--- src/snd_pkg.sv ---
//////////////////////////////////////////////////////////////////////
// Sound board shared definitions
// Memory map, I/O register offsets, sample pacing and the bus,
// register and PCM command types used across the board
//////////////////////////////////////////////////////////////////////

package snd_pkg;

    localparam int addr_w = 16;
    localparam int rom_aw = 18;
    localparam int pcm_aw = 16;

    localparam logic [addr_w-1:0] ram_base = 16'hD000;   // 2 KB work RAM
    localparam int                ram_aw   = 11;
    localparam logic [addr_w-1:0] io_base  = 16'hF000;   // 16 byte I/O page

    localparam logic [3:0] reg_tone_period = 4'd0;
    localparam logic [3:0] reg_tone_ctrl   = 4'd1;   // [3:0] volume, 4 pan_l, 5 pan_r
    localparam logic [3:0] reg_pcm_cmd     = 4'd2;
    localparam logic [3:0] reg_bank        = 4'd3;
    localparam logic [3:0] reg_latch0      = 4'd4;
    localparam logic [3:0] reg_latch1      = 4'd5;
    localparam logic [3:0] reg_status      = 4'd6;

    localparam int sample_div = 64;   // Clocks per audio sample

    typedef struct packed {
        logic              cyc;
        logic              stb;
        logic              we;
        logic [addr_w-1:0] adr;
        logic [7:0]        dat_w;
    } wb_req_t;

    typedef struct packed {
        logic       ack;
        logic [7:0] dat_r;
    } wb_rsp_t;

    typedef struct packed {
        logic [7:0] period;
        logic [3:0] volume;
        logic       pan_l;
        logic       pan_r;
        logic       period_wr;   // Restarts the phase
    } tone_regs_t;

    // Command byte seen either as a phrase start or as a volume word
    typedef union packed {
        struct packed {
            logic       marker;   // Set for a start word
            logic [6:0] phrase;
        } start;
        struct packed {
            logic       marker;   // Clear for a volume word
            logic [2:0] unused;
            logic [3:0] volume;
        } vol;
    } pcm_cmd_t;

    typedef struct packed {
        logic     wr;
        pcm_cmd_t cmd;
    } pcm_wr_t;

endpackage

--- src/snd_mixer.sv ---
//////////////////////////////////////////////////////////////////////
// Sound mixer
// Paces the sample rate and sums tone and PCM per channel
// with source enables and tone panning
//////////////////////////////////////////////////////////////////////

`timescale 1ns/1ps

module snd_mixer
    import snd_pkg::*;
(
    input  logic               clk,
    input  logic               rst,
    input  logic               enable_tone,
    input  logic               enable_pcm,
    input  logic signed [15:0] tone_out,
    input  logic               tone_l,
    input  logic               tone_r,
    input  logic signed [15:0] pcm_out,
    output logic               sample_cen,
    output logic signed [15:0] left,
    output logic signed [15:0] right,
    output logic               sample
);

    logic [$clog2(sample_div)-1:0] div_cnt;
    logic                          cen_d;   // Voices have updated
    logic signed [15:0]            pcm_term;

    assign sample_cen = div_cnt == sample_div - 1;
    assign pcm_term   = enable_pcm ? pcm_out : 16'sd0;

    always_ff @(posedge clk or posedge rst) begin
        if (rst) begin
            div_cnt <= '0;
            cen_d   <= 1'b0;
            sample  <= 1'b0;
            left    <= 16'sd0;
            right   <= 16'sd0;
        end else begin
            div_cnt <= sample_cen ? '0 : div_cnt + 1'b1;
            cen_d   <= sample_cen;
            sample  <= cen_d;
            if (cen_d) begin
                left  <= ((enable_tone && tone_l) ? tone_out : 16'sd0) + pcm_term;
                right <= ((enable_tone && tone_r) ? tone_out : 16'sd0) + pcm_term;
            end
        end
    end

endmodule

--- config.mk ---
export PLATFORM = sky130hd
export DESIGN_NAME = snd_mixer
export DESIGN_NICKNAME = d
export VERILOG_FILES = /design/src/snd_pkg.sv /design/src/snd_mixer.sv
export SDC_FILE = /design/constraint.sdc
export NUM_CORES = 1
export LEC_CHECK = 0
export BUFFER_PORTS_ARGS = -buffer_cell sky130_fd_sc_hd__buf_4
export CORE_AREA = 5 5 86 88
export CTS_BUF_LIST = sky130_fd_sc_hd__clkbuf_4
export DETAILED_ROUTE_END_ITERATION = 6
export DIE_AREA = 0 0 91 93
export PLACE_DENSITY = 0.82
export SLEW_MARGIN = 20
export SYNTH_ARGS = -nofsm -noshare
export SYNTH_HDL_FRONTEND = slang
export SYNTH_SLANG_ARGS = --single-unit
--- constraint.sdc ---
create_clock -name clk -period 1.9 [get_ports clk]
set_input_delay 0.095 -clock clk [delete_from_list [all_inputs] [get_ports clk]]
set_output_delay 0.095 -clock clk [all_outputs]
set_load 0.01 [all_outputs]
# ---- Word-level counts from Yosys, hierarchy flattened
# Index checks and enable logic that the tools add are counted.
dict set report word_totals {
  in_bits 38
  ff_bits 40
}
dict set report op_classes {
  n_eq_ne 1
  n_reduce_logical 2
  mux 4
  n_addsub 3
}
# operator n
set ops {}
lappend ops {{two-way mux 16 bit} 3}
lappend ops {{adder 16 bit} 2}
lappend ops {{adder 6 x 1 -> 6 bit, second input constant} 1}
lappend ops {{== test 6 bit, second input constant} 1}
lappend ops {{two-way mux 6 bit} 1}
lappend ops {{logical AND 1 bit} 2}

# ---- Depth between registers and ports, before layout
dict set report logic_depth {
  depth_word 3
  mapped_depth 11
  depth_no_buf 9
}

# ---- Least setup slack after synthesis
# OpenSTA, ideal clock, no wires.
dict set report synth_path {
  path_kind {in2reg}
  start {input enable_pcm}
  end {register right[15]}
  cell_stages 11
  setup_slack_ns -0.423
  required_ns 1.769
  arrival_time_ns 2.192
  path_buffers 3
  cell_sequence {buf_6 > clkbuf_1 > and2_1 > ha_1 > clkbuf_1 > a21oi_1 > o21ai_0 > a221o_1 > a221oi_1 > o2bb2ai_1 > or3_1}
}
dict set report synth_between {
  elab_chain_len 2
}
# item line_no
set synth_lines {}
lappend synth_lines {{start, declared} snd_mixer.sv:15} ;# input logic enable_pcm,
lappend synth_lines {{two-way mux 16 bit} snd_mixer.sv:31} ;# assign pcm_term = enable_pcm ? pcm_out : 16'sd0;
lappend synth_lines {{adder 16 bit} snd_mixer.sv:46} ;# right <= ((enable_tone && tone_r) ? tone_out : 16'sd0) + pcm_term;
lappend synth_lines {{end signal, assigned} snd_mixer.sv:46}
lappend synth_lines {{end, declared} snd_mixer.sv:22} ;# output logic signed [15:0] right,
# Every way passes these cells.
# A chain may end at the register's enable or synchronous reset.

# ---- Worst setup path in the final report
# Same ends and word-level chain as after synthesis.

==> metrics.md <==
| Metric | Value |
|---|---|
| Status | `complete, no violations` |
| Synth cell count leaders | `dfrtp_1 (40), ha_1 (29), and3_1 (28)` |
| Cell area after synthesis | `3700 um2` |
| Area grow syn2layout | `40.5%` |
| Initial core utilization | `0.563` |
| Drt first pass iters | `5` |
| Asr flop ratio synth | `1.00` |
| CTS H-Tree Depth | `2` |
| Post-synth top flop | `dfrtp_1` |
| Number of synthesized flops with an enable pin | `0` |
| WP data required | `2.18 ns` |
| CTS tree | `built` |
| Critical-path top delay cell | `a221o_1` |
| Ports | `72` |
| DR vias/cell | `5.99` |
| Vias in the first global route | `3,919` |
| Clk network pwr share | `0.288` |
| Buffer and inverter count on the worst path | `1` |
| Critical path startpoint category | `input port` |
| Initial drt markers | `220` |
| First-pass GRT wire length | `18,300 um` |
| Routed met2 length | `between 5000 and 6000 um` |
| Final hold vios | `0` |
| DPL Wire Length | `8810 um` |
| Internal Power | `1480 uW` |
| NetSw | `676 uW` |
| Worst setup path start | `enable_pcm` |
| CP Max Fanout | `17` |
| Synth Register Bits | `40` |
| Crit path kind | `input port to flop` |
| Die Span Y | `93 um` |
| Hold_ws | `0.228 ns` |
| Die ar. | `8460 um2` |
| VDD IR-drop max | `0.000441 V` |
| Slew headroom | `0.641` |
| Largest net degree at the start of global routing | `41` |
| Die W | `91 um` |
| Num rows | `30` |
| # clock sinks | `40` |
| Mux cell area share after synthesis | `0.0399` |
| Synth Area in Simple Gates | `0.228` |
| Crit path largest cell delay | `0.34 ns` |
| Slew at the pin closest to its max-slew limit | `0.539 ns` |
| Post-Syn Instances | `398` |
| Synthesized area per cell | `9.30 um2` |
| Clk root buf | `clkbuf_4` |
| Unique masters post-synth | `74` |
| Final wirelength | `between 10,000 and 15,000 um` |
| M1 WL | `4510 um` |
| Fmax | `0.561 GHz` |
| Clk_skew | `0.0179 ns` |
| Max Cap Violations | `0` |
| Post-synthesis compound-gate area fraction | `0.256` |
| Area leader, netlist | `dfrtp_1` |
| RSZ-0062 raised after global routing | `no` |
| Largest family of logic cells by synthesized area | `compound AO/OA/AOI/OAI gates` |
| Most common cell in the netlist | `dfrtp_1` |
| Initial antenna violation count | `0` |
| Post-DRT Antenna Nets | `0` |
| Clk buf depth | `2` |
| CTS buffer count | `5` |
| Arrival time worst endpoint | `approximately 2.1 ns` |
| Logic pwr share | `0.313` |
| Clk slew on worst S/H paths | `0.16 ns` |
| Setup tns final | `0 ns` |
| Post-synthesis sequential area ratio | `0.271` |
| Register share of total power | `0.400` |
| Clock Latency Late Sink | `0.38 ns` |
| Nets@finish | `~620` |
| Endpoints failing setup | `0` |
| Pwr/cell area | `415 nW/um2` |
| DR WL/cell | `between 15 and 20 um` |
| Tcrit/Tclk final | `0.939` |
| Post-synth net total | `465` |
| Synth top area cells | `dfrtp_1 (27%), ha_1 (9.8%), and3_1 (4.7%)` |
| Met3 routed WL | `647 um` |
| Vias | `~3,800` |
| Top delay family on crit path | `compound AO/OA/AOI/OAI gates` |
| Reg2Reg Launch Point | `cen_d$_DFF_PP0_` |
| GRT overflow | `0` |
| CP Cell Sequence | `buf_4, and2_2, ha_4, a21oi_2, o21ai_1, a221o_1, a221oi_2, o2bb2ai_1, or3_1` |
| Top-area cell type share of the netlist area | `0.271` |
| Gpl congestion | `0.918` |
| Share of layout cells above drive strength 1 | `0.425` |
| Sw Ratio | `0.313` |
| Inserted Diodes | `0` |
| Post-CTS setup buffer count | `0` |
| HP Class | `input port to flop` |
| Synth Area in XOR/XNOR | `0.0666` |
| Adder-cell share of the synthesized area | `0.102` |
| Highest metal used | `met4` |
| I/O Buffers | `71` |
| Minimum clock period | `1.78 ns` |
| Synth Warn # | `0` |
| Fin. max-slew vios | `0` |
| HP Start | `tone_out[0]` |
| Leak pwr | `0.00263 uW` |
| Worst Setup End Kind | `flop` |
| Residual DRC | `0` |
| Core Box Area | `6570 um2` |
| Total GRT Usage | `0.259` |
==> final timing paths <==
check                                         to  slack (ns)  depth (start not counted)
max in group asynchronous    left[6]$_DFFE_PP0P_        1.10                          4
min reg2reg                 div_cnt[4]$_DFF_PP0_        0.49                          1
max reg2reg                 left[15]$_DFFE_PP0P_        0.26                          4
max                        right[15]$_DFFE_PP0P_        0.12                          9
min in group asynchronous   div_cnt[5]$_DFF_PP0_        0.38                          4
min                         right[0]$_DFFE_PP0P_        0.23                          4
==> worst reg2reg max path, cell delays in order, from the launching register on <==
cell and delay, ns:
dfrtp_1 0.38, clkinv_1 0.34, or3_1 0.49, a211o_1 0.28, o211ai_1 0.08
==> state kept, by name, indices dropped and copies added, names as in the netlist <==
name     cells
cen_d        1
div_cnt      6
left        16
right       16
sample       1
==> layer usage <==
layer  track usage  up-vias
met5             0        -
met4        0.0697        0
li1              -     1809
met1         0.305     1825
met3        0.0499       18
met2         0.478      129
==> stage by stage <==
step                worst slack [ns]  power [uW]  std cells  area (um2)   util
floorplan                     -0.219        1260        398        3940      -
global placement              -0.198        1520        622        5090  0.775
detailed placement            -0.346        1540        622        5090  0.775
CTS                           0.0580        2160        631        5190  0.790
global route                 0.00947        2270        631        5200  0.791
finish                         0.116        2160        631        5200  0.791
==> power groups by stage <==
stage / clock (uW) / sequential [uW] / combinational [uW]
global route: 679 / 865 / 731
detailed placement: 0 / 880 / 664
floorplan: 0 / 882 / 382
finish: 621 / 864 / 675
CTS: 625 / 864 / 670
global placement: 0 / 879 / 643
==> kinds of logic (layout without fill, tap and decap cells) <==
family	Yosys count	count (layout)
flip-flops	40	40
adder cells (fa/ha/maj)	30	30
multiplexers	13	13
AO/OA/AOI/OAI	117	117
XOR/XNOR	20	20
AND/OR/NAND/NOR	148	148
buffers and inverters	30	183
==> final cells by class <==
type                    instances  area, um2
clock inverters                 3       46.3
flip-flops and latches         40       1000
multi-input cells             328       2750
inverters                      15       56.3
clock buffers                   5       37.5
repair buffers                160       1200
well taps                      80        100
fillers                       437       1370
==> layout by cell type (no fill, tap or decap), types with 5 or more instances in the layout <==
cell	synthesis	final
dfrtp_1	40	40
and2_1	17	14
o21ai_0	12	9
inv_1	14	14
a21o_1	13	13
nand2b_1	6	6
xor2_1	6	6
ha_1	29	19
ha_4	0	9
a21oi_1	20	16
nor3_1	6	6
o21a_1	5	5
o211ai_1	7	7
nand2_1	27	27
nor2_1	17	17
and3_1	28	25
and3_4	3	6
xnor2_1	9	9
clkbuf_4	0	5
mux2_2	10	10
buf_4	1	159
nand3_1	15	13
nor2b_1	6	6
o221ai_1	5	5
==> timing repair <==
item | CTS | global route
endpoints found under the setup margin | 0 | 2
hold buffers | 1 | 0
endpoints found under the hold margin | 40 | 0
gates resized for setup | 0 | 3
No activity file was read; power rests on OpenSTA's default activity.
