===== config.mk =====
export PLATFORM = sky130hd
export DESIGN_NAME = snd_tone
export DESIGN_NICKNAME = d
export VERILOG_FILES = /design/src/snd_pkg.sv /design/src/snd_tone.sv
export SDC_FILE = /design/constraint.sdc
export NUM_CORES = 1
export LEC_CHECK = 0
export BUFFER_PORTS_ARGS = -buffer_cell sky130_fd_sc_hd__clkbuf_2
export CAP_MARGIN = 20
export CORE_MARGIN = 3
export CORE_UTILIZATION = 56
export DETAILED_ROUTE_END_ITERATION = 7
export PLACE_DENSITY_LB_ADDON = 0.1
export SKIP_CTS_REPAIR_TIMING = 1
export SLEW_MARGIN = 20
export SYNTH_ARGS = -nofsm -noshare
export SYNTH_HDL_FRONTEND = slang
export SYNTH_SLANG_ARGS = --single-unit

===== constraint.sdc =====
create_clock -name clk -period 6.8 [get_ports clk]
set_input_delay 0.68 -clock clk [delete_from_list [all_inputs] [get_ports clk]]
set_output_delay 0.68 -clock clk [all_outputs]
set_load 0.005 [all_outputs]

===== src/snd_pkg.sv =====
//////////////////////////////////////////////////////////////////////
// Sound board shared definitions
// Memory map, I/O register offsets, sample pacing and the bus,
// register and PCM command types used across the board
//////////////////////////////////////////////////////////////////////

package snd_pkg;

    localparam int addr_w = 16;
    localparam int rom_aw = 18;
    localparam int pcm_aw = 16;

    localparam logic [addr_w-1:0] ram_base = 16'hD000;   // 2 KB work RAM
    localparam int                ram_aw   = 11;
    localparam logic [addr_w-1:0] io_base  = 16'hF000;   // 16 byte I/O page

    localparam logic [3:0] reg_tone_period = 4'd0;
    localparam logic [3:0] reg_tone_ctrl   = 4'd1;   // [3:0] volume, 4 pan_l, 5 pan_r
    localparam logic [3:0] reg_pcm_cmd     = 4'd2;
    localparam logic [3:0] reg_bank        = 4'd3;
    localparam logic [3:0] reg_latch0      = 4'd4;
    localparam logic [3:0] reg_latch1      = 4'd5;
    localparam logic [3:0] reg_status      = 4'd6;

    localparam int sample_div = 64;   // Clocks per audio sample

    typedef struct packed {
        logic              cyc;
        logic              stb;
        logic              we;
        logic [addr_w-1:0] adr;
        logic [7:0]        dat_w;
    } wb_req_t;

    typedef struct packed {
        logic       ack;
        logic [7:0] dat_r;
    } wb_rsp_t;

    typedef struct packed {
        logic [7:0] period;
        logic [3:0] volume;
        logic       pan_l;
        logic       pan_r;
        logic       period_wr;   // Restarts the phase
    } tone_regs_t;

    // Command byte seen either as a phrase start or as a volume word
    typedef union packed {
        struct packed {
            logic       marker;   // Set for a start word
            logic [6:0] phrase;
        } start;
        struct packed {
            logic       marker;   // Clear for a volume word
            logic [2:0] unused;
            logic [3:0] volume;
        } vol;
    } pcm_cmd_t;

    typedef struct packed {
        logic     wr;
        pcm_cmd_t cmd;
    } pcm_wr_t;

endpackage


===== src/snd_tone.sv =====
//////////////////////////////////////////////////////////////////////
// Square-wave tone voice
// Counts sample strobes against the period and toggles the phase,
// giving plus or minus volume times 256 with its pan bits
//////////////////////////////////////////////////////////////////////

`timescale 1ns/1ps

module snd_tone
    import snd_pkg::*;
(
    input  logic               clk,
    input  logic               rst,
    input  logic               sample_cen,
    input  tone_regs_t         tone_regs,
    output logic signed [15:0] tone_out,
    output logic               tone_l,
    output logic               tone_r
);

    logic [7:0]         cnt, cnt_nxt;
    logic               phase, phase_nxt;
    logic signed [15:0] amp;

    always_comb begin
        cnt_nxt   = cnt + 8'd1;
        phase_nxt = phase;
        if (tone_regs.period == 8'd0) begin   // Held high
            cnt_nxt   = 8'd0;
            phase_nxt = 1'b1;
        end else if (cnt_nxt == tone_regs.period) begin
            cnt_nxt   = 8'd0;
            phase_nxt = !phase;
        end
    end

    assign amp = {4'd0, tone_regs.volume, 8'd0};

    always_ff @(posedge clk or posedge rst) begin
        if (rst) begin
            cnt      <= 8'd0;
            phase    <= 1'b1;
            tone_out <= 16'sd0;
            tone_l   <= 1'b0;
            tone_r   <= 1'b0;
        end else begin
            if (sample_cen) begin
                cnt      <= cnt_nxt;
                phase    <= phase_nxt;
                tone_out <= phase_nxt ? amp : -amp;
                tone_l   <= tone_regs.pan_l;   // Pan follows the sample
                tone_r   <= tone_regs.pan_r;
            end
            if (tone_regs.period_wr) begin
                cnt   <= 8'd0;
                phase <= 1'b1;
            end
        end
    end

endmodule


* Word level (Yosys, flattened, before mapping)
Cells that the tools add are included.
Storage, ports and cells: register bits after elaboration 27, bits of input ports 18, output and inout port bits 18, word-level logic and storage cells 20
Cells by class: add/subtract/negate cells 2, equality and inequality tests 1, multiplexer cells 9, reductions and logical operators 3
Operators with widths (number):
- $mux W8 | 4
- $mux W16 | 1
- $neg A12 Y16 | 1
- $add A8 B1 Y8 const B | 1
- $eq A8 B8 Y1 | 1
- $logic_not A8 Y1 | 1
- $mux W1 | 4
- $reduce_bool A2 Y1 | 1
- $logic_not A1 Y1 | 1

* Depth between registers and ports, before layout
Gate-level depths: netlist (run 1).
depth after elaboration 6, mapped depth 9, mapped depth without buffers 8

* Least setup slack after synthesis (run 1)
Ideal clock, no wire load.
path type input port to flip-flop, start input port tone_regs[14] (netlist bit), end register tone_out[10], setup time 0.127 ns, data arrival time 2.373 ns, data required time 6.673 ns, slack 4.300 ns, stages 8, buffers on the path 1, cell sequence xnor2_1 -> nand2_1 -> or3_4 -> a2111oi_4 -> and2_1 -> buf_6 -> a211oi_1 -> or2_2
On the way: word-level cells in the longest chain between the ends 4, elaborated cells on any way between the ends 5, those cells by class 1 x eq/ne; 3 x mux; 1 x reduce/logical
Ends and longest elaborated chain:
- start: declaration | line snd_tone.sv:15 | input tone_regs_t tone_regs,
- $eq A8 B8 Y1 | line snd_tone.sv:31 | end else if (cnt_nxt == tone_regs.period) begin
- $mux W1 | line snd_tone.sv:31
- $mux W1 (*) | line snd_tone.sv:28 | if (tone_regs.period == 8'd0) begin
- $mux W16 (*) | line snd_tone.sv:50 | tone_out <= phase_nxt ? amp : -amp;
- end signal: assignment | line snd_tone.sv:50
- end: declaration | line snd_tone.sv:16 | output logic signed [15:0] tone_out,
Mark *: on every way between the ends. The rest lies on a longest branch, timed or not. A chain may end at the register's enable or synchronous reset.

* Worst setup path after layout (run 1)
start register cnt[0], end register cnt[6]
On the way: word-level cells in the longest chain between the ends 6
Ends and longest elaborated chain:
- start: declaration | line snd_tone.sv:21 | logic [7:0] cnt, cnt_nxt;
- start signal: assignment | line snd_tone.sv:48 | cnt <= cnt_nxt;
- $add A8 B1 Y8 (*) | line snd_tone.sv:26 | cnt_nxt = cnt + 8'd1;
- $eq A8 B8 Y1 | line snd_tone.sv:31
- $mux W8 (*) | line snd_tone.sv:31
- $mux W8 (*) | line snd_tone.sv:28
- $mux W8 (*) | line snd_tone.sv:47 | if (sample_cen) begin
- $mux W8 (*) | line snd_tone.sv:54 | if (tone_regs.period_wr) begin
Mark *: on every way between the ends. The rest lies on a longest branch, timed or not. The select of a mux whose other input is x is not followed.

==> impl_results.md, run 1 <==
- Max-cap violations: 0
- Die area: ~3000 um^2
- Vias per inst: 5.835
- First-pass GRT wire length: 4547 um
- Cts bufs inserted: 3
- Final setup vio count: 0
- Syn Inst Count: between 100 and 150
- Most common library cell in the layout ignoring fill and taps: clkbuf_2
- Synth warn: 0
- Syn_area_per_cell: 9.060 um^2
- Netlist cell types: 45
- Synth area leader: dfrtp_1
- CP required: 7.03 ns
- Initial Utilization: 63.10%
- Crit path time final: around 2.8 ns
- Layout net count: 189
- DRT Pass-1 Iters: 4
- WS Path Type: reg -> reg
- Global route hottest layer: met2
- Final hold vios: 0
- Share of the synthesized area in the top cell type: 32.38%
- Post-Syn Area: 1314 um^2
- Clk_lat worst skew: 0.30 ns
- Largest net degree at the start of global routing: 21
- Crit-path slowest cell: a211oi_2
- Most area-consuming cells after synthesis: dfrtp_1 32%, buf_4 5.7%, xnor2_1 4.0%
- P&R area growth vs syn: 9.714%
- Met1 Usage GRT: 27.41%
- Total Neg Setup Slack: 0 ns
- CTS tree: built
- Antenna Diode Count: 0
- Sequential area share after synthesis: around a third
- Die width: 54.44 um
- Vias: 1132
- Yosys reg bits: 18
- Cell area after layout: approximately 1400 um^2
- H-Tree Level Count: 1
- Routed wire per std cell: 14.57 um
- Slew Viols, Final: 0
- Core footprint: 2082 um^2
- Cell count of the worst reg-to-reg path: 8
- Number of port buffers: 27
- Detailed Place HPWL: ~2200 um
- Worst-case clock buffer depth: 2
- Pwr dens: 166.3 nW/um^2
- Antenna violations before repair: 0
- Achievable Freq: 353.3 MHz
- Crit Path Max Fanout: 13
- Worst Skew: 0.01015 ns
- Layout cell share with drive strength beyond 1: between 20% and 30%
- Prevailing post-synth register cell: dfrtp_1
- Die Y: 54.44 um
- Hold Path Class: in -> async
- Row cnt: 16
- Remaining DRCs: 0
- Drt total wl: 2826 um
- Crit path from: cnt[0]$_DFFE_PP0P_
- Worst slew pin tran: 0.7702 ns
- RSZ-0062 raised after global routing: false
- Vias in the first global route: 1071
- Crit-path cells: ha_1, nand4_1, or3_1, a21oi_1, a2111oi_4, a211oi_2, o21ai_0, a31oi_1
- Total grt overflow: 0
- Root cell of the clock tree: clkbuf_4
- Commonest non-fill, non-tap cells in the layout: 27 x clkbuf_2, 17 x dfrtp_1, 10 x nand2_1
- Share of flip-flops with an asynchronous set or reset: 100.0%
- Worst EP arrival: 3.06 ns
- Fillcell total: 180
- Clock sink count: 18
- Gpl congestion: 0.8689
- Reg2reg start: cnt[0]$_DFFE_PP0P_
- Maximum VDD drop: 0.0001335 V
- Routing usage on met2: 34.26%
- Placed Area: about 1400 um^2
- Initial DRC Count: 14
- Worst-path clk slew: 0.11 ns
- Status: finished, final reports clean
- Worst setup EP type: register
- Max incr delay on CP: 0.70 ns
- Final period util: a little over two fifths
- Critical Path Source Type: register
- EDFF count, synth: 0
- Overall Global Routing Usage: 21.50%
- I/O pin cnt: 36
- Slew HR: 48.56%
- Grt met3 use: 4.087%
- Lkg Pwr: about 0.65 nW
- Antenna Nets Post-Route: 0
logic make-up (layout without fill, tap and decap cells):
| group | Yosys count | after routing | share of synthesized area, % |
|---|---|---|---|
| AND/OR/NAND/NOR | 49 | 49 | 21.24 |
| AO/OA/AOI/OAI | 36 | 36 | 20.48 |
| buffers and inverters | 24 | 39 | 10.57 |
| flip-flops | 18 | 18 | 34.38 |
| XOR/XNOR | 9 | 9 | 6.000 |
| multiplexers | 5 | 5 | 4.190 |
| adder cells (fa/ha/maj) | 3 | 3 | 2.857 |
| other | 1 | 8 | 0.2854 |
per-layer routing:
metal / up-vias / wire length, um
met5: - / 0
met4: 0 / 58
met3: 8 / 127
met2: 38 / 1391
met1: 523 / 1248
li1: 563 / -
flip-flops by register name (all words and copies together), names as in the netlist:
| signal | cells |
|---|---|
| tone_out | 7 |
| tone_l | 1 |
| tone_r | 1 |
| cnt | 8 |
| phase | 1 |
cell type report:
| cell class | instances | area (um^2) | area share, % |
|---|---|---|---|
| tap | 27 | 33.78 | 2.344 |
| multi-input combinational | 110 | 754.5 | 52.34 |
| clock buffer | 4 | 36.28 | 2.517 |
| inverter | 8 | 30.03 | 2.083 |
| timing repair buffer | 27 | 135.1 | 9.375 |
| sequential | 18 | 451.7 | 31.34 |
report_power, final:
| group | internal [W] | switching [W] | total [W] |
|---|---|---|---|
| logic | 0.0000229 | 0.0000255 | 0.0000484 |
| registers | 0.000114 | 0.00000883 | 0.000123 |
| clock network | 0.0000327 | 0.0000356 | 0.0000683 |
worst paths after layout:
check	end	slack (ns)
worst min-delay path	cnt[2]$_DFFE_PP0P_	0.44
max in group asynchronous	tone_out[9]$_DFFE_PP0P_	5.93
min in group clk	tone_l$_DFFE_PP0P_	0.53
worst min register to register	tone_l$_DFFE_PP0P_	0.53
worst max-delay path	cnt[6]$_DFFE_PP0P_	3.97
worst max register to register	cnt[6]$_DFFE_PP0P_	3.97
cell usage after synthesis (all sizes together) (4+ instances only):
library cell,count
a211oi,6
a21oi,6
a31oi,5
buf,13
dfrtp,17
inv,8
mux2,4
nand2,10
nand2b,4
nand3,6
nor2,4
o21ai,5
xnor2,6
stage by stage:
step | hold slack, ns | power [W] | cells | setup WS (ns) | util (%)
floorplan | 0.5044 | 0.0001609 | 152 | 4.300 | -
global placement | 0.4876 | 0.0001708 | 190 | 3.659 | 67.25
detailed placement | 0.4987 | 0.0001731 | 190 | 3.951 | 67.49
CTS | 0.4511 | 0.0002419 | 194 | 3.994 | 69.23
global route | 0.4833 | 0.0002529 | 194 | 3.610 | 69.23
finish | 0.4386 | 0.0002397 | 194 | 3.970 | 69.23
critical path: cells and delay by family (launching register included):
family | cells | cell delay (ns)
adders and majority gates | 1 | 0.27
AOI/OAI and AO/OA | 5 | 1.46
and+or+nand+nor | 2 | 0.56
DFF | 1 | 0.46
Power figures use the tool's default switching activity.
==> run 2, diff against run 1 <==
--- a/config.mk
+++ b/config.mk
@@ -8,7 +8,7 @@
 export BUFFER_PORTS_ARGS = -buffer_cell sky130_fd_sc_hd__clkbuf_2
 export CAP_MARGIN = 20
 export CORE_MARGIN = 3
-export CORE_UTILIZATION = 56
+export CORE_UTILIZATION = 52
 export DETAILED_ROUTE_END_ITERATION = 7
 export PLACE_DENSITY_LB_ADDON = 0.1
 export SKIP_CTS_REPAIR_TIMING = 1
==> constraint.sdc (replaced) <==
create_clock -name clk -period 2.9 [get_ports clk]
set_input_delay 0.29 -clock clk [delete_from_list [all_inputs] [get_ports clk]]
set_output_delay 0.29 -clock clk [all_outputs]
set_load 0.005 [all_outputs]
==> run 2 against run 1 <==
Net effect:
- die area rose by 6.8%
- sequential power up 130%
- clock power up 140%
- critical path type unchanged
- critical endpoint is now tone_out[14]$_DFFE_PP0P_
==> impl_results.md, run 2 (synthesis results as in run 1) <==
- CP required: 3.11 ns
- Max incr delay on CP: 0.49 ns
- Detailed Place HPWL: 2247 um
- Antenna Diode Count: 0
- Layout cell share with drive strength beyond 1: between 20% and 30%
- Largest registers: cnt x8, tone_out x7
- Commonest non-fill, non-tap cells in the layout: 27 x clkbuf_2, 17 x dfrtp_1, 10 x nand2_1
- Pre-CTS worst setup slack: 0.3192 ns
- Maximum VDD drop: 0.0002764 V
- Worst setup EP type: register
- Root cell of the clock tree: clkbuf_4
- Cts bufs inserted: 3
- Crit-path slowest cell: dfrtp_1
- Routed wire per std cell: 15.08 um
- Final period util: 91.17%
- Most common library cell in the layout ignoring fill and taps: clkbuf_2
- Largest register FFs: 8
- Initial Utilization: 57.19%
- Final worst slack: approximately 0.26 ns
- Critical Path Source Type: register
- Slew Viols, Final: 0
- Worst-case clock buffer depth: 2
- WS Path Type: reg -> reg
- Remaining DRCs: 0
- Die area: 3166 um^2
- Core footprint: 2297 um^2
- Largest net degree at the start of global routing: 21
- Final Non-Filler Cells: between 150 and 200
- Gpl congestion: 0.8628
- RSZ-0062 raised after global routing: false
- Total grt overflow: 0
- Clk_lat worst skew: 0.30 ns
- Die width: 56.27 um
- Vias: 1166
- Row cnt: 17
- Crit path time final: 2.644 ns
- Status: finished, final reports clean
- Worst slew pin tran: 0.7031 ns
- CTS tree: built
- Max-cap violations: 0
- Antenna violations before repair: 0
- Initial DRC Count: 35
- P&R area growth vs syn: 10.38%
- Final hold vios: 0
- Drt total wl: 2956 um
- H-Tree Level Count: 1
- Hold Path Class: in -> async
- Overall Global Routing Usage: slightly below 20%
- Cell area after layout: roughly 1500 um^2
- Antenna Nets Post-Route: 0
- Clock sink count: 18
- Crit Path Max Fanout: 8
- Crit-path cells: nand3_2, o21a_1, or3_4, a2111oi_4, and2_1, xor2_1, o32ai_1
- Vias per inst: 5.949
- Worst Skew: about 0.00075 ns
- Worst EP arrival: 2.85 ns
- Achievable Freq: 378.2 MHz
- Placed Instances: 192
- DRT Pass-1 Iters: 4
- Number of port buffers: 27
- Placed Area: roughly 1400 um^2
- Slew HR: 53.07%
- Total Neg Setup Slack: 0 ns
- Lkg Pwr: 0.6503 nW
- First-pass GRT wire length: 4919 um
- Layout net count: 190
- Final setup vio count: 0
- Vias in the first global route: 1079
- Worst-path clk slew: 0.11 ns
- WHS: 0.06323 ns
- Pwr dens: 388.9 nW/um^2
- Die Y: 56.27 um
- Top reg by flops: cnt
- I/O pin cnt: 36
## run 2: cell count changes in the layout (fill, tap and decap cells not counted)
cell	previous run	this run
buf_4	0	1
## run 2: metal layers
metal,share of wire (%),wire length (um),GRT usage [%],up-vias
met5,0,0,0,-
li1,-,-,-,559
met2,49,1434,32.05,39
met1,45,1342,25.94,560
met4,1.3,38,4.746,0
met3,4.7,140,4.368,8
## run 2: final timing paths
check	startpoint	end	slack [ns]	depth (start not counted)
min in group clk	tone_regs[2]	tone_l$_DFFE_PP0P_	0.22	2
worst max register to register	cnt[2]$_DFFE_PP0P_	tone_out[14]$_DFFE_PP0P_	0.26	7
worst min register to register	tone_out[8]$_DFFE_PP0P_	tone_out[8]$_DFFE_PP0P_	0.52	1
max in group asynchronous	rst	cnt[6]$_DFFE_PP0P_	2.40	2
worst max-delay path	cnt[2]$_DFFE_PP0P_	tone_out[14]$_DFFE_PP0P_	0.26	7
worst min-delay path	rst	tone_out[8]$_DFFE_PP0P_	0.06	2
## run 2: power breakdown
part / switching, W / internal, W / total [W]
Sequential: 0.0000195 / 0.000268 / 0.000287
Clock: 0.0000850 / 0.0000766 / 0.000162
Combinational: 0.0000604 / 0.0000545 / 0.000115
Total: 0.000165 / 0.000399 / 0.000564
## run 2: critical path, delay by kind of cell, from the launching register on
family | cells | cell delay, ns
DFF | 1 | 0.49
AOI/OAI and AO/OA | 3 | 0.97
and+or+nand+nor | 3 | 0.93
xor gates and xnor gates | 1 | 0.16
## run 2: layout make-up
type,instances,area [um^2]
inverter,8,30.03
sequential,18,451.7
timing repair buffer,28,142.6
multi-input combinational,110,754.5
clock buffer,4,36.28
tap,28,35.03
fill,207,847.1
## run 2: metrics by stage
stage	total power (W)	util (%)
after global routing	0.0005974	63.13
after global placement	0.0004009	61.33
after floorplan	0.0003774	-
after CTS	0.0005672	62.91
final	0.0005639	63.13
after detailed placement	0.0004049	61.33
