--- src/snd_pkg.sv ---
//////////////////////////////////////////////////////////////////////
// Sound board shared definitions
// Memory map, I/O register offsets, sample pacing and the bus,
// register and PCM command types used across the board
//////////////////////////////////////////////////////////////////////

package snd_pkg;

    localparam int addr_w = 16;
    localparam int rom_aw = 18;
    localparam int pcm_aw = 16;

    localparam logic [addr_w-1:0] ram_base = 16'hD000;   // 2 KB work RAM
    localparam int                ram_aw   = 11;
    localparam logic [addr_w-1:0] io_base  = 16'hF000;   // 16 byte I/O page

    localparam logic [3:0] reg_tone_period = 4'd0;
    localparam logic [3:0] reg_tone_ctrl   = 4'd1;   // [3:0] volume, 4 pan_l, 5 pan_r
    localparam logic [3:0] reg_pcm_cmd     = 4'd2;
    localparam logic [3:0] reg_bank        = 4'd3;
    localparam logic [3:0] reg_latch0      = 4'd4;
    localparam logic [3:0] reg_latch1      = 4'd5;
    localparam logic [3:0] reg_status      = 4'd6;

    localparam int sample_div = 64;   // Clocks per audio sample

    typedef struct packed {
        logic              cyc;
        logic              stb;
        logic              we;
        logic [addr_w-1:0] adr;
        logic [7:0]        dat_w;
    } wb_req_t;

    typedef struct packed {
        logic       ack;
        logic [7:0] dat_r;
    } wb_rsp_t;

    typedef struct packed {
        logic [7:0] period;
        logic [3:0] volume;
        logic       pan_l;
        logic       pan_r;
        logic       period_wr;   // Restarts the phase
    } tone_regs_t;

    // Command byte seen either as a phrase start or as a volume word
    typedef union packed {
        struct packed {
            logic       marker;   // Set for a start word
            logic [6:0] phrase;
        } start;
        struct packed {
            logic       marker;   // Clear for a volume word
            logic [2:0] unused;
            logic [3:0] volume;
        } vol;
    } pcm_cmd_t;

    typedef struct packed {
        logic     wr;
        pcm_cmd_t cmd;
    } pcm_wr_t;

endpackage

--- src/snd_pcm.sv ---
//////////////////////////////////////////////////////////////////////
// PCM phrase player
// Start word arms a phrase, the following volume word starts it.
// Signed bytes come from sample ROM one per strobe, scaled by
// volume, until the 0x80 end marker
//////////////////////////////////////////////////////////////////////

`timescale 1ns/1ps

module snd_pcm
    import snd_pkg::*;
(
    input  logic               clk,
    input  logic               rst,
    input  logic               sample_cen,
    input  pcm_wr_t            pcm_wr,
    output logic [pcm_aw-1:0]  pcm_addr,
    output logic               pcm_cs,
    input  logic [7:0]         pcm_data,
    input  logic               pcm_ok,
    output logic signed [15:0] pcm_out,
    output logic               pcm_busy
);

    logic [pcm_aw-1:0]  ptr;         // Next byte to fetch
    logic [3:0]         vol;
    logic [7:0]         data_q;      // Prefetched byte
    logic               armed, playing, valid;
    logic               fetch_pend;
    logic               stale;       // Fetch in flight from an old phrase
    logic signed [15:0] scaled;

    assign scaled   = $signed(data_q) * $signed({1'b0, vol}) * 16'sd4;
    assign pcm_busy = armed || playing;

    always_ff @(posedge clk or posedge rst) begin
        if (rst) begin
            ptr        <= '0;
            vol        <= 4'd0;
            data_q     <= 8'd0;
            armed      <= 1'b0;
            playing    <= 1'b0;
            valid      <= 1'b0;
            fetch_pend <= 1'b0;
            stale      <= 1'b0;
            pcm_cs     <= 1'b0;
            pcm_addr   <= '0;
            pcm_out    <= 16'sd0;
        end else begin
            // Sample ROM fetch
            if (pcm_cs && pcm_ok) begin
                pcm_cs <= 1'b0;
                stale  <= 1'b0;
                if (!stale) begin
                    data_q <= pcm_data;
                    valid  <= 1'b1;
                end
            end else if (!pcm_cs && fetch_pend) begin
                pcm_cs     <= 1'b1;
                pcm_addr   <= ptr;
                ptr        <= ptr + 1'b1;
                fetch_pend <= 1'b0;
            end

            // Late fetch simply holds the last output
            if (sample_cen && playing && valid) begin
                valid <= 1'b0;
                if (data_q == 8'h80) begin
                    playing <= 1'b0;
                    pcm_out <= 16'sd0;
                end else begin
                    pcm_out    <= scaled;
                    fetch_pend <= 1'b1;
                end
            end

            if (pcm_wr.wr) begin
                if (pcm_wr.cmd.start.marker) begin
                    ptr        <= {1'b0, pcm_wr.cmd.start.phrase, 8'h00};
                    armed      <= 1'b1;
                    playing    <= 1'b0;
                    valid      <= 1'b0;
                    fetch_pend <= 1'b0;
                    stale      <= pcm_cs && !pcm_ok;
                    pcm_out    <= 16'sd0;
                end else if (armed) begin   // Volume word after a start
                    vol        <= pcm_wr.cmd.vol.volume;
                    armed      <= 1'b0;
                    playing    <= 1'b1;
                    fetch_pend <= 1'b1;
                end
            end
        end
    end

    a_addr_stable: assert property (@(posedge clk) disable iff (rst)
        pcm_cs && !pcm_ok |=> $stable(pcm_addr));

endmodule

--- config.mk ---
export PLATFORM = sky130hd
export DESIGN_NAME = snd_pcm
export DESIGN_NICKNAME = d
export VERILOG_FILES = /design/src/snd_pkg.sv /design/src/snd_pcm.sv
export SDC_FILE = /design/constraint.sdc
export NUM_CORES = 1
export LEC_CHECK = 0
export ABC_AREA = 0
export BUFFER_PORTS_ARGS = -buffer_cell sky130_fd_sc_hd__clkbuf_2
export CORE_MARGIN = 2
export CORE_UTILIZATION = 25
export DETAILED_ROUTE_END_ITERATION = 8
export PLACE_DENSITY = 0.42
export SLEW_MARGIN = 0
export SYNTH_ARGS = -nofsm -noshare
export SYNTH_HDL_FRONTEND = slang
export SYNTH_SLANG_ARGS = --single-unit
--- constraint.sdc ---
create_clock -name clk -period 9.8 [get_ports clk]
set_input_delay 1.47 -clock clk [delete_from_list [all_inputs] [get_ports clk]]
set_output_delay 1.47 -clock clk [all_outputs]
set_load 0.05 [all_outputs]
# Word level (Yosys, flattened, before mapping)
# Index checks and enable logic that the tools add are counted.
# word_totals
ff_bits,66
inputBits,21
output_inout_bits,34
elab_cells,60
# classes
add_sub_neg,1
multipliers,1
n_eq_ne,1
n_mux,31
n_bitwise,3
n_reduce_logical,12
# op_table
operator,n
16-bit 2-to-1 mux,8
1-bit 2-to-1 mux,23
16-bit by 1-bit adder with 16-bit output (second input constant),1
8-bit by 5-bit multiplier with 13-bit output,1
8-bit == test (second input constant),1
1-bit logical AND,5
2-bit AND reduction,2
1-bit NOT,3
3-bit AND reduction,1
1-bit logical NOT,2
2-bit nonzero test,1
1-bit logical OR,1

# Logic depth before layout (Yosys ltp)
# Gate-level depths: netlist of run 1.
# depth
word_depth,9
ltp_mapped,14

# Worst setup path after synthesis of run 1
# OpenSTA, ideal clock, no wires.
# synth_path
path_type,register to register
from,reg vol[2]
to,reg pcm_out[12]
arrival_ns,3.141
required_ns,9.678
slack_ns,6.537
stages_incl_launch_ff,14
n_path_buf,0
period_less_slack_ns,3.263
cell_sequence,dfrtp_1 -> and2_1 -> ha_1 -> fa_1 -> inv_1 -> fa_1 -> inv_1 -> ha_1 -> a21oi_1 -> nand2_1 -> o21a_1 -> o21ai_0 -> mux2i_1 -> nand2_1
# synth_via
elab_chain_len,5
# synth_rtl
element,line,rtl
"start, declared",snd_pcm.sv:26,logic [3:0] vol;
"start signal, assigned",snd_pcm.sv:87,vol <= pcm_wr.cmd.vol.volume;
8-bit by 5-bit multiplier with 13-bit output (*),snd_pcm.sv:33,"assign scaled = $signed(data_q) * $signed({1'b0, vol}) * 16'sd4;"
16-bit 2-to-1 mux (*),snd_pcm.sv:68,if (data_q == 8'h80) begin
16-bit 2-to-1 mux (*),snd_pcm.sv:66,if (sample_cen && playing && valid) begin
16-bit 2-to-1 mux,snd_pcm.sv:78,if (pcm_wr.cmd.start.marker) begin
16-bit 2-to-1 mux (*),snd_pcm.sv:77,if (pcm_wr.wr) begin
"end signal, assigned",snd_pcm.sv:72,pcm_out <= scaled;
"end, declared",snd_pcm.sv:21,"output logic signed [15:0] pcm_out,"
# Mark *: on every way between the ends. The rest lies on a longest branch, timed or not.
# A chain may end at the register's enable or synchronous reset.

# Worst setup path after layout of run 1
# Same ends and word-level chain as after synthesis.

==> results of run 1 <==
## per-layer routing
| layer | share of wire | wire length, µm | up-vias | track usage |
|---|---|---|---|---|
| met4 | 0.012 | 107 | 0 | 0.0386 |
| met1 | 0.47 | 4120 | 1382 | 0.144 |
| li1 | - | - | 1432 | - |
| met5 | 0 | 0 | - | 0 |
| met2 | 0.48 | 4140 | 56 | 0.172 |
| met3 | 0.039 | 336 | 8 | 0.0388 |
## sequential cells by signal, summed over array words and instances, names as in the netlist, 4 cells and up
signal,count
pcm_addr,16
pcm_out,16
ptr,16
data_q,8
vol,4
## layout make-up
type                            instances  area (µm²)
Multi-Input combinational cell        288        2090
Fill cell                            1655       10600
Clock inverter                          5        63.8
Sequential cell                        66        1650
Timing Repair Buffer                   55         278
Clock buffer                           11         243
Inverter                               43         161
Tap cell                              211         264
## logic make-up after synthesis
kind of cell / count (synthesis) / share of synthesized area
buffers and inverters: 54 / 0.0517
XOR/XNOR: 23 / 0.0510
multiplexers: 13 / 0.0368
AND/OR/NAND/NOR: 162 / 0.199
flip-flops: 66 / 0.419
AO/OA/AOI/OAI: 48 / 0.0774
adder cells (fa/ha/maj): 42 / 0.166
## worst max-delay path: stages (launching register included)
cell	delay (ps)
sky130_fd_sc_hd__dfrtp_1	450
sky130_fd_sc_hd__and2_1	180
sky130_fd_sc_hd__ha_1	270
sky130_fd_sc_hd__inv_1	50
sky130_fd_sc_hd__fa_1	500
sky130_fd_sc_hd__fa_1	540
sky130_fd_sc_hd__inv_1	40
sky130_fd_sc_hd__ha_1	320
sky130_fd_sc_hd__a21oi_1	230
sky130_fd_sc_hd__nor2_1	110
sky130_fd_sc_hd__o21a_1	190
sky130_fd_sc_hd__o21ai_0	210
sky130_fd_sc_hd__mux2i_1	240
sky130_fd_sc_hd__nand2_1	70
## cell usage after synthesis
library cell,instances
sky130_fd_sc_hd__a211oi_1,1
sky130_fd_sc_hd__a211oi_2,1
sky130_fd_sc_hd__a21o_1,3
sky130_fd_sc_hd__a21oi_1,12
sky130_fd_sc_hd__a22o_1,4
sky130_fd_sc_hd__a31oi_1,1
sky130_fd_sc_hd__a32o_1,1
sky130_fd_sc_hd__a32oi_1,1
sky130_fd_sc_hd__and2_1,27
sky130_fd_sc_hd__and3_1,6
sky130_fd_sc_hd__and4_1,1
sky130_fd_sc_hd__and4_4,2
sky130_fd_sc_hd__buf_2,1
sky130_fd_sc_hd__clkbuf_1,10
sky130_fd_sc_hd__dfrtp_1,66
sky130_fd_sc_hd__fa_1,17
sky130_fd_sc_hd__ha_1,25
sky130_fd_sc_hd__inv_1,43
sky130_fd_sc_hd__mux2_2,12
sky130_fd_sc_hd__mux2i_1,1
sky130_fd_sc_hd__nand2_1,87
sky130_fd_sc_hd__nand3_1,7
sky130_fd_sc_hd__nand3_2,1
sky130_fd_sc_hd__nand3b_1,1
sky130_fd_sc_hd__nand4_1,3
sky130_fd_sc_hd__nor2_1,16
sky130_fd_sc_hd__nor2_2,1
sky130_fd_sc_hd__nor2_4,1
sky130_fd_sc_hd__nor2b_1,1
sky130_fd_sc_hd__nor2b_4,2
sky130_fd_sc_hd__nor3_1,2
sky130_fd_sc_hd__nor4_1,1
sky130_fd_sc_hd__nor4b_1,1
sky130_fd_sc_hd__o211ai_1,1
sky130_fd_sc_hd__o21a_1,3
sky130_fd_sc_hd__o21ai_0,7
sky130_fd_sc_hd__o21ai_1,8
sky130_fd_sc_hd__o21bai_1,2
sky130_fd_sc_hd__o31ai_1,3
sky130_fd_sc_hd__or2_2,1
sky130_fd_sc_hd__or2b_1,1
sky130_fd_sc_hd__xnor2_1,11
sky130_fd_sc_hd__xor2_1,12
## through the flow
step	power (mW)	instance area, µm²
after detailed placement	1.36	4450
after global routing	1.84	4750
final	1.68	4750
after CTS	1.71	4750
after global placement	1.35	4450
after floorplan	1.16	3950
## report_power, final
part / switching, mW / internal (mW) / total, mW
Clock: 0.126 / 0.205 / 0.331
Sequential: 0.0686 / 0.344 / 0.412
Combinational: 0.580 / 0.358 / 0.938
## path summary, 6_finish.rpt
kind                       slack, ps                  start                    end  cells after the start
min in group asynchronous       1360                    rst   pcm_out[4]$_DFF_PP0_                      3
max in group asynchronous       7870                    rst      ptr[15]$_DFF_PP0_                      3
setup reg to reg                6300     vol[2]$_DFFE_PP0P_  pcm_out[12]$_DFF_PP0_                     13
hold reg to reg                  470  pcm_out[15]$_DFF_PP0_  pcm_out[15]$_DFF_PP0_                      2
setup / recovery                6300     vol[2]$_DFFE_PP0P_  pcm_out[12]$_DFF_PP0_                     13
hold / removal                   470  pcm_out[15]$_DFF_PP0_  pcm_out[15]$_DFF_PP0_                      2
==> results summary, run 1 <==
The maximum fanout along the worst path is 9. The worst setup slack after placement is 6280 ps. The worst setup path is captured at a flop.

For this run, the register share of the synthesized area comes to 0.419. The effective utilization at floorplan is 0.258. The core region area came out at roughly 0.015 mm². The final global-route overflow total came out at 0. The clock latency reported for the late side of the worst-skew pair is ~340 ps. The count of antenna diodes in the layout is 0.

The max-slew headroom at the worst pin is 0.390. The critical path in this run is classified as reg -> reg. The flow ran to the end, and the final reports show no timing, DRC or antenna violations. The initialized floorplan defines 45 standard-cell rows. The tree built by TritonCTS fans out to between 60 and 70 sinks. The number of buffers inserted for hold repair after clock tree synthesis is 0. The largest net degree at the start of global routing is 67. The worst min-delay path category is reg -> reg.

The actual transition at the worst max-transition pin came out at about 900 ps. The number of search-and-repair iterations in the first detailed-routing pass came out at 4. The initial antenna violation count was 0. TritonCTS built the clock tree. At the end of the flow the core is filled with cells to 0.310. The number of buffers on the longest clock path is 2. The ratio of cells with drive above 1 in the final layout is 0.197.

The floorplan step defined a die boundary enclosing between 0.015 and 0.02 mm². The cell count after synthesis came out at between 400 and 500. The number of nets in the finished design came out at 526. The estimated wirelength of the detail-placed design is 6550 µm. The post-CTS clock slew at the launch and capture registers of the worst setup and hold paths came out at 50 ps. Setup repair after global routing left no endpoint under its margin. After detailed routing, the number of remaining DRC violations is 0.

A synthesized cell averages slightly below 10 µm². The number of antenna-violating nets in the routed design is 0. Wires add up to approximately 8700 µm. After detailed routing, the average wire length per cell comes to roughly 13 µm. The post-synthesis sequential element count is between 60 and 70. The number of primary I/O pins is 55. The final-layout setup total negative slack came out at 0 ps. The violation count after the first detailed-route iteration came out at approximately 150. The final worst clock skew came out at a little over 9 ps. The number of endpoints with negative hold slack in the final report is 0. The chip height came out at about 130 µm. The via count is around 2,900. Final hold analysis gives a worst-case slack of ~470 ps.

The reported max-cap violation count is 0. The share of Yosys cell area claimed by the top area cell type came out at 0.419. The final cell count without fillers came out at roughly 680.

The minimum clock period after layout is between 3000 and 4000 ps. The worst ir drop on vdd is approximately 0.15 mV. The first global-routing pass estimated approximately 14,000 µm of wire. The required time of the critical path is 10,020 ps.

STA classifies the critical path startpoint as a flop. The leakage power total is around 2.4 nW. The number of nets in the synthesized netlist is 471. The via count of the first global-routing pass came out at between 2,000 and 3,000. For this design the ratio of total power to cell area is between 300 and 400 mW/mm². The final weighted congestion in routability-driven placement is approximately 0.8. The area added between synthesis and finish is 20.4%.

At the worst endpoint, the arrival time is between 3000 and 4000 ps. The post-CTS setup buffer count came out at 0. The number of max-slew violations in the final report came out at 0. Including well taps, the total number of placed cells is roughly 660. During synthesis, Yosys emitted a total of 0 warnings.

The post-cts resize count is 0. Using the TritonRoute via totals, the vias-per-cell ratio works out to about 4.2. The synthesized netlist occupies a cell area of roughly 0.004 mm². The floorplan step set the die width to between 100 and 150 µm.

The tree is rooted in a sky130_fd_sc_hd__clkbuf_16. Yosys attributes the largest share of cell area to sky130_fd_sc_hd__dfrtp_1 (42%), sky130_fd_sc_hd__fa_1 (8.6%), sky130_fd_sc_hd__nand2_1 (8.3%), sky130_fd_sc_hd__ha_1 (7.9%), sky130_fd_sc_hd__and2_1 (4.3%). The total CTS buffers came out at 9. Setup violations remaining at the end of the flow were counted as 0. The maximum achievable frequency is 286 MHz. Leaving out fill and tap cells, the most frequent cells in the layout are sky130_fd_sc_hd__nand2_1 (87), sky130_fd_sc_hd__dfrtp_1 (66), sky130_fd_sc_hd__clkbuf_2 (54), sky130_fd_sc_hd__inv_1 (42), sky130_fd_sc_hd__and2_1 (27).

Once routing completed, OpenROAD measured the worst setup slack at 6300 ps. The count of unique library cells instantiated by Yosys came out at 43. The number of I/O port buffers is between 50 and 60.

The overall fraction of global-route tracks in use is 0.111. The H-tree depth reported by CTS came out at 3. The largest total area in the synthesized netlist belongs to sky130_fd_sc_hd__dfrtp_1. Leaving out fill and tap cells, the most frequent cell in the layout is sky130_fd_sc_hd__nand2_1. The part of the cycle the worst path needs came out at 0.357.
Note: power is estimated with default switching activity, not from simulation.
==> run 2, diff against run 1 <==
Settings changed: PLACE_DENSITY 0.42 to 0.44.
Clock period 9.8 ns to 3.15 ns, I/O delays scaled along.
==> run 2 against run 1 <==
  * The run now ends with setup timing left
  * Die area did not move
  * Power rose to 4.0 times the previous value
  * Design area rose by 13%
==> results summary, run 2 (synthesis results as in run 1) <==
The final reports fail on setup timing. The initial antenna violation count is 0 (unchanged). The actual transition at the worst max-transition pin is 938 ps (+23.0 ps).

The number of setup violations in the final report came out at 5 (+5). The total CTS buffers is 9 (unchanged). The core region area was 0.0153 mm² (unchanged). The net switching power of the design is 3.03 mW (+290%). The number of stages on the worst setup path came out at 15 (+2).

The number of search-and-repair iterations in the first detailed-routing pass came out at 4 (unchanged). The most critical setup path has its startpoint at vol[3]$_DFFE_PP0P_. The worst register-to-register path ends at pcm_out[13]$_DFF_PP0_. The power density relative to cell area is 1270 mW/mm² (+260%). The internal portion of total power is 3.78 mW (+320%). The clock latency reported for the late side of the worst-skew pair came out at 330 ps (about the same). The via count came out at 3,019 (+4.9%). The library cells used most frequently in the layout, excluding fill and tap cells, are sky130_fd_sc_hd__nand2_1 (84), sky130_fd_sc_hd__dfrtp_1 (63), sky130_fd_sc_hd__clkbuf_2 (54), sky130_fd_sc_hd__buf_4 (36), sky130_fd_sc_hd__inv_1 (32). The number of buffers on the longest clock path is 2 (unchanged). The cell count after placement came out at 689 (+3.9%). The mean routed wirelength per cell is 13.1 µm (+1.9%). The violation count after the first detailed-route iteration came to 69 (-53%).

The most numerous cell type found on the critical path is sky130_fd_sc_hd__ha_4. In this run the critical register-to-register path is launched from vol[3]$_DFFE_PP0P_. The peak per-stage delay on the critical path came out at 510 ps (-30 ps). The worst ir drop on vdd came to 0.594 mV (+300%). The number of antenna-violating nets in the routed design came to 0 (unchanged). The chip height is 130 µm (unchanged). The max-slew headroom at the worst pin was 0.375 (-0.0153). The fraction of power consumed by the clock network was 0.135 (-0.062).

The overall routed net length came out at 9350 µm (+7.4%). The relative contribution of sequential cells to total power came out at 0.185 (-0.060). The number of vias per cell came to 4.22 (-0.52%). The post-route worst setup slack is -84.6 ps (-6390 ps). The final worst clock skew was 4.92 ps (-4.23 ps). The number of rows in the core area came out at 45 (unchanged). Setup repair after global routing could not meet its margin everywhere.

The horizontal die dimension came to 130 µm (unchanged). STA classifies the critical path startpoint as a flop. The final weighted congestion in routability-driven placement is 0.767 (-5.3%).

The sum of buffers and inverters on the critical path came out at 4 (+2). The reported max-cap violation count is 0 (unchanged). The worst setup slack after placement came out at -208 ps (-6490 ps). The critical path's slowest cell is sky130_fd_sc_hd__fa_1. The effective utilization at floorplan was 0.258 (unchanged). The endpoint type of the worst setup path is a flop. The signal on the critical path passes through buf_6 > and2_4 > ha_4 > ha_4 > inv_2 > fa_1 > inv_2 > ha_4 > a21o_1 > a21o_1 > a211oi_4 > buf_4 > o31ai_4 > xor2_1 > a22o_1. The kind of cell with the highest combined delay along the critical path is adder cells.

The number of nets in the finished design came out at 563 (+7.0%). The post-route DRC violation count came out at 0 (unchanged). The area enclosed by the die boundary is 0.0168 mm² (unchanged).

The number of sinks driven by the clock tree came out at 66 (unchanged). The number of I/O port buffers came out at 54 (unchanged). The post-CTS clock slew at the launch and capture registers of the worst setup and hold paths came out at 60 ps (about the same). The critical path in this run is classified as reg -> reg. The number of cell instances on the worst register-to-register path was 15 (+2). The number of primary I/O pins came out at 55 (unchanged). The leakage power total is 2.59 nW (+7.1%). The filler cell count is 1,587 (-4.1%). The via count of the first global-routing pass came out at 3,044 (+6.1%). The maximum achievable frequency came out at 309 MHz (+8.1%). TritonCTS built the clock tree.

The minimum clock period after layout came out at 3230 ps (-263 ps). The ratio of cells with drive above 1 in the final layout was 0.376 (+0.180). The largest net degree at the start of global routing came out at 27 (-60%). The area added between synthesis and finish came out at 36.1%. The maximum fanout along the worst path is 6 (-3). The setup slack of the most critical reg-to-reg path is -80 ps (-6390 ps). The run finished, with violations left. Clock tree synthesis selected as its root buffer the cell sky130_fd_sc_hd__clkbuf_16.

The worst min-delay path category is in -> async. The required time of the critical path came out at 3370 ps (-6650 ps). The H-tree depth reported by CTS is 3 (unchanged).

The estimated wirelength of the detail-placed design is 6890 µm (+5.3%). The number of endpoints with negative hold slack in the final report was 0 (unchanged). The count of antenna diodes in the layout is 0 (unchanged). The number of buffers inserted for hold repair after clock tree synthesis is 0 (unchanged). The number of max-slew violations in the final report was 0 (unchanged).

The first-pass GRT wire length was 15,400 µm (+8.5%). In the final layout, the registers with the most flip-flops are pcm_addr: 16 flops, pcm_out: 16 flops, ptr: 16 flops. Leaving out fill and tap cells, the most frequent cell in the layout is sky130_fd_sc_hd__nand2_1. The part of the total power dissipated in combinational logic came out at 0.680 (+0.122). The final-layout setup total negative slack was -215 ps (-215 ps). The share of total power consumed by net switching came out at 0.445 (-0.0163).

The part of the cycle the worst path needs was 1.03 (+0.670). The endpoint arrival time on the critical path came out at 3460 ps (-260 ps). The capture point of the worst path is pcm_out[13]$_DFF_PP0_.

The overall fraction of global-route tracks in use came out at 0.119 (+0.00859). The final global-route overflow total is 0 (unchanged). The final cell count without fillers is 716 (+5.4%).
## run 2: cell count changes in the layout (fill, tap and decap cells not counted), moves of 5 or more
cell	change
sky130_fd_sc_hd__inv_1	-10
sky130_fd_sc_hd__ha_1	-17
sky130_fd_sc_hd__inv_2	+9
sky130_fd_sc_hd__and2_1	-13
sky130_fd_sc_hd__buf_4	+35
sky130_fd_sc_hd__a21oi_2	+5
sky130_fd_sc_hd__a21oi_1	-6
sky130_fd_sc_hd__ha_4	+17
sky130_fd_sc_hd__and2_4	+12
## run 2: worst min-delay path by stage
stage | from | end | depth (start not counted)
final | rst | pcm_out[0]$_DFF_PP0_ | 2
after global routing | rst | pcm_out[0]$_DFF_PP0_ | 2
after CTS | rst | pcm_out[0]$_DFF_PP0_ | 2
after detailed placement | pcm_addr[5]$_DFFE_PP0P_ | pcm_addr[5]$_DFFE_PP0P_ | 2
after global placement | pcm_out[14]$_DFF_PP0_ | pcm_out[14]$_DFF_PP0_ | 2
after floorplan | ptr[15]$_DFF_PP0_ | pcm_addr[15]$_DFFE_PP0P_ | 2
## run 2: timing repair
| action | CTS | global route |
|---|---|---|
| pin swaps | 23 | 37 |
| setup buffers | 5 | 6 |
| resized for setup | 34 | 38 |
| endpoints found under the setup margin | 8 | 8 |
## run 2: per-layer routing
layer | share of wire | vias to the layer above | GRT usage
met4 | 0.012 | 0 | 0.0398
met1 | 0.46 | 1451 | 0.153
li1 | - | 1510 | -
met2 | 0.49 | 48 | 0.194
met3 | 0.038 | 10 | 0.0355
met5 | 0 | - | 0
## run 2: final cells by class
cell class / count / area (µm²) / share of cell area
Multi-Input combinational cell: 288 / 2450 / 0.457
Clock inverter: 6 / 42.5 / 0.00792
Timing Repair Buffer: 92 / 563 / 0.105
Tap cell: 211 / 264 / 0.0492
Sequential cell: 66 / 1660 / 0.308
Clock buffer: 10 / 229 / 0.0426
Inverter: 43 / 164 / 0.0305
## run 2: power groups by stage
| stage | Sequential, mW | Combinational, mW | Clock, mW |
|---|---|---|---|
| 3_5_place_dp | 1.27 | 3.47 | 0 |
| 5_1_grt | 1.30 | 5.11 | 1.00 |
| 6_report | 1.26 | 4.63 | 0.919 |
| 2_1_floorplan | 1.65 | 2.05 | 0 |
| 4_1_cts | 1.26 | 3.99 | 0.954 |
| 3_3_place_gp | 1.26 | 3.48 | 0 |
## run 2: stage by stage
stage / utilization / hold slack, ps / cell area (µm²) / total power [mW]
final: 0.351 / 119 / 5370 / 6.81
after detailed placement: 0.305 / 462 / 4670 / 4.74
after floorplan: - / 459 / 3970 / 3.70
after global placement: 0.305 / 458 / 4670 / 4.74
after CTS: 0.335 / 131 / 5130 / 6.20
after global routing: 0.351 / 151 / 5370 / 7.41
==> run 3, diff against run 2 <==
Settings changed: SETUP_SLACK_MARGIN set to 0.2.
==> run 3 against run 2 <==
  * Critical path type unchanged
  * Fmax is 1.9% higher
  * Critical endpoint unchanged
  * Design area fell by 0.84%
  * Wire length grew 2.9%
  * Register-to-register slack better by 60 ps
  * Cell count down 0.28%
  * Global-route usage is 0.54 points higher
  * First-iteration DRC count down 16%
  * The run still ends with setup timing left
==> results summary, run 3 (synthesis results as in run 1) <==
The final design area excluding fillers was 0.00533 mm² (-0.84%). The filler cell count is 1,627 (+2.5%). The minimum clock period after layout came out at 3170 ps (-60.7 ps). The flow ran to the end, but the final reports show violations. The total cell area at the placement stage came out at 0.00480 mm² (+2.8%). The peak per-stage delay on the critical path is 490 ps (-20 ps). The post-route DRC violation count is 0 (unchanged).

The largest net degree at the start of global routing is 49 (+81%). The signal on the critical path passes through buf_6 > and2_4 > ha_4 > fa_1 > inv_1 > fa_1 > inv_2 > ha_4 > buf_6 > a211oi_4 > o31ai_2 > xor2_1 > a22o_1. The part of the cycle the worst path needs was 1.01 (-0.0193).

The worst setup path is captured at a flop. The number of rows in the core area is 45 (unchanged). The final weighted congestion in routability-driven placement came out at 0.797 (+3.9%). The clock latency reported for the late side of the worst-skew pair is 340 ps (about the same). The number of search-and-repair iterations in the first detailed-routing pass came to 4 (unchanged).

The relative contribution of sequential cells to total power is 0.181 (-0.004). The effective utilization at floorplan was 0.258 (unchanged). The hold slack is 353 ps (+233 ps). The H-tree depth reported by CTS is 3 (unchanged).

The reported max-cap violation count came to 0 (unchanged). The number of setup violations in the final report was 2 (-3). The maximum achievable frequency came out at 315 MHz (+1.9%).

On the critical path, the stage with the largest delay is an instance of sky130_fd_sc_hd__fa_1. The TritonCTS clock tree is built. The most common library cell in the layout ignoring fill and taps is sky130_fd_sc_hd__nand2_1. The worst register-to-register path begins at vol[3]$_DFFE_PP0P_. The number of primary I/O pins is 55 (unchanged). The part of the total power dissipated in combinational logic came out at 0.670 (-0.010). The chip height was 130 µm (unchanged). The endpoint arrival time on the critical path came out at 3400 ps (-60 ps). The number of nets in the finished design is 561 (-0.36%). The number of max-slew violations in the final report came out at 0 (unchanged). The area added between synthesis and finish came out at 34.9%. The post-route worst setup slack is -23.8 ps (+60.7 ps). The count of antenna diodes in the layout is 0 (unchanged). The max-slew headroom at the worst pin was 0.315 (-0.0602). The mean routed wirelength per cell came to 13.5 µm (+3.2%). The setup path with the least slack is of type reg -> reg. The actual transition at the worst max-transition pin came out at 1030 ps (+90.2 ps). The number of sinks driven by the clock tree is 66 (unchanged).

The checks that failed: setup timing. The number of buffers on the longest clock path came out at 2 (unchanged). The final-layout setup total negative slack came to -28.3 ps (+187 ps).

The maximum fanout along the worst path was 6 (unchanged). The hold path depth came out at 3. The final global-route overflow total is 0 (unchanged). The horizontal die dimension came to 130 µm (unchanged). The final cell count without fillers is 714 (-0.28%). The overall fraction of global-route tracks in use is 0.125 (+0.00541). The number of endpoints with negative hold slack in the final report came out at 0 (unchanged). In the layout the commonest cells are sky130_fd_sc_hd__nand2_1 (86), sky130_fd_sc_hd__dfrtp_1 (64), sky130_fd_sc_hd__clkbuf_2 (54), sky130_fd_sc_hd__inv_1 (34), sky130_fd_sc_hd__buf_4 (31). The internal portion of total power was 3.90 mW (+3.1%). The number of I/O port buffers was 54 (unchanged). The overall routed net length is 9620 µm (+2.9%). The final worst clock skew is 8.52 ps (+3.61 ps).

The number of cell instances on the worst register-to-register path is 13 (-2). The worst ir drop on vdd came out at 0.469 mV (-21%). The area enclosed by the die boundary came out at 0.0168 mm² (unchanged). The net switching power of the design is 3.03 mW (+0.30%). The sum of buffers and inverters on the critical path is 4 (unchanged).

The number of stages on the worst setup path is 13 (-2). The number of vias per cell was 4.18 (-0.98%). The fraction of power consumed by the clock network came to 0.150 (+0.015). The estimated wirelength of the detail-placed design came out at 7050 µm (+2.3%).

The required time of the critical path is 3370 ps (about the same). The post-CTS clock slew at the launch and capture registers of the worst setup and hold paths came out at 60 ps (about the same). Setup repair after global routing could not meet its margin everywhere.

The first-pass GRT wire length is 16,400 µm (+6.0%). The CTS root buffer is sky130_fd_sc_hd__clkbuf_16. The cell family contributing the most delay on the critical path is adder cells. The ratio of cells with drive above 1 in the final layout was 0.346 (-0.0303). The number of buffers inserted for hold repair after clock tree synthesis was 0 (unchanged). The total CTS buffers came out at 9 (unchanged). The worst hold path belongs to the class in -> reg. The violation count after the first detailed-route iteration is 58 (-16%).

The initial antenna violation count is 0 (unchanged). The largest registers in the layout are pcm_addr: 16 flops, pcm_out: 16 flops, ptr: 16 flops. The via count was 2,981 (-1.3%). The power density relative to cell area came out at 1300 mW/mm² (+2.7%). The worst setup slack after placement is -111 ps (+96.9 ps). STA classifies the critical path startpoint as a flop. The via count of the first global-routing pass came out at 3,232 (+6.2%). The post-route core utilization was 0.348 (-0.00294). The core region area came out at 0.0153 mm² (unchanged). The post-route total power came out at 6.93 mW (+1.9%).

The share of total power consumed by net switching came out at 0.438 (-0.00679). The worst hold path begins at pcm_wr[5]. The leakage power total came out at 2.59 nW (+0.12%). The number of antenna-violating nets in the routed design came out at 0 (unchanged).

The cell count after placement came out at 691 (+0.29%). The startpoint of the worst setup timing path is vol[3]$_DFFE_PP0P_.
run 3: layout make-up:
type,instances,area (µm²),area share
clock buffer,9,225,0.0423
inverter,43,161,0.0303
sequential,66,1650,0.311
tap,211,264,0.0496
timing repair buffer,90,559,0.105
multi-input combinational,288,2380,0.448
clock inverter,7,76.3,0.0143
run 3: worst register-to-register path: cells and delay by family (launching register included):
family,cells,cell delay (ps)
buffers and inverters,4,360
AO/OA/AOI/OAI,3,540
XOR/XNOR,1,160
flip-flops,1,440
adder cells (fa/ha/maj),4,1420
AND/OR/NAND/NOR,1,140
run 3: per-layer routing:
layer,global-route usage,vias up,share of wire
met1,0.149,1437,0.45
met2,0.219,45,0.50
met5,0,-,0
li1,-,1492,-
met3,0.0396,7,0.043
met4,0.0304,0,0.010
run 3: worst paths after layout:
path                       slack (ps)                    end
max                               -20  pcm_out[13]$_DFF_PP0_
min                               350      ptr[13]$_DFF_PP0_
max reg2reg                       -20  pcm_out[13]$_DFF_PP0_
min reg2reg                       480  pcm_out[14]$_DFF_PP0_
max in group asynchronous        1990       ptr[2]$_DFF_PP0_
min in group asynchronous         360  pcm_out[10]$_DFF_PP0_
run 3: power by group through the flow:
stage / logic (mW) / registers [mW] / clock network, mW
floorplan: 2.46 / 1.65 / 0
global placement: 4.05 / 1.26 / 0
detailed placement: 4.05 / 1.26 / 0
CTS: 4.47 / 1.26 / 1.06
global route: 5.13 / 1.29 / 1.12
finish: 4.64 / 1.25 / 1.04
run 3: timing repair:
action	4_1_cts	5_1_grt
gates resized for setup	28	10
cloned	0	0
setup buffers	6	1
endpoints found under the setup margin	8	9
pin swaps	12	7
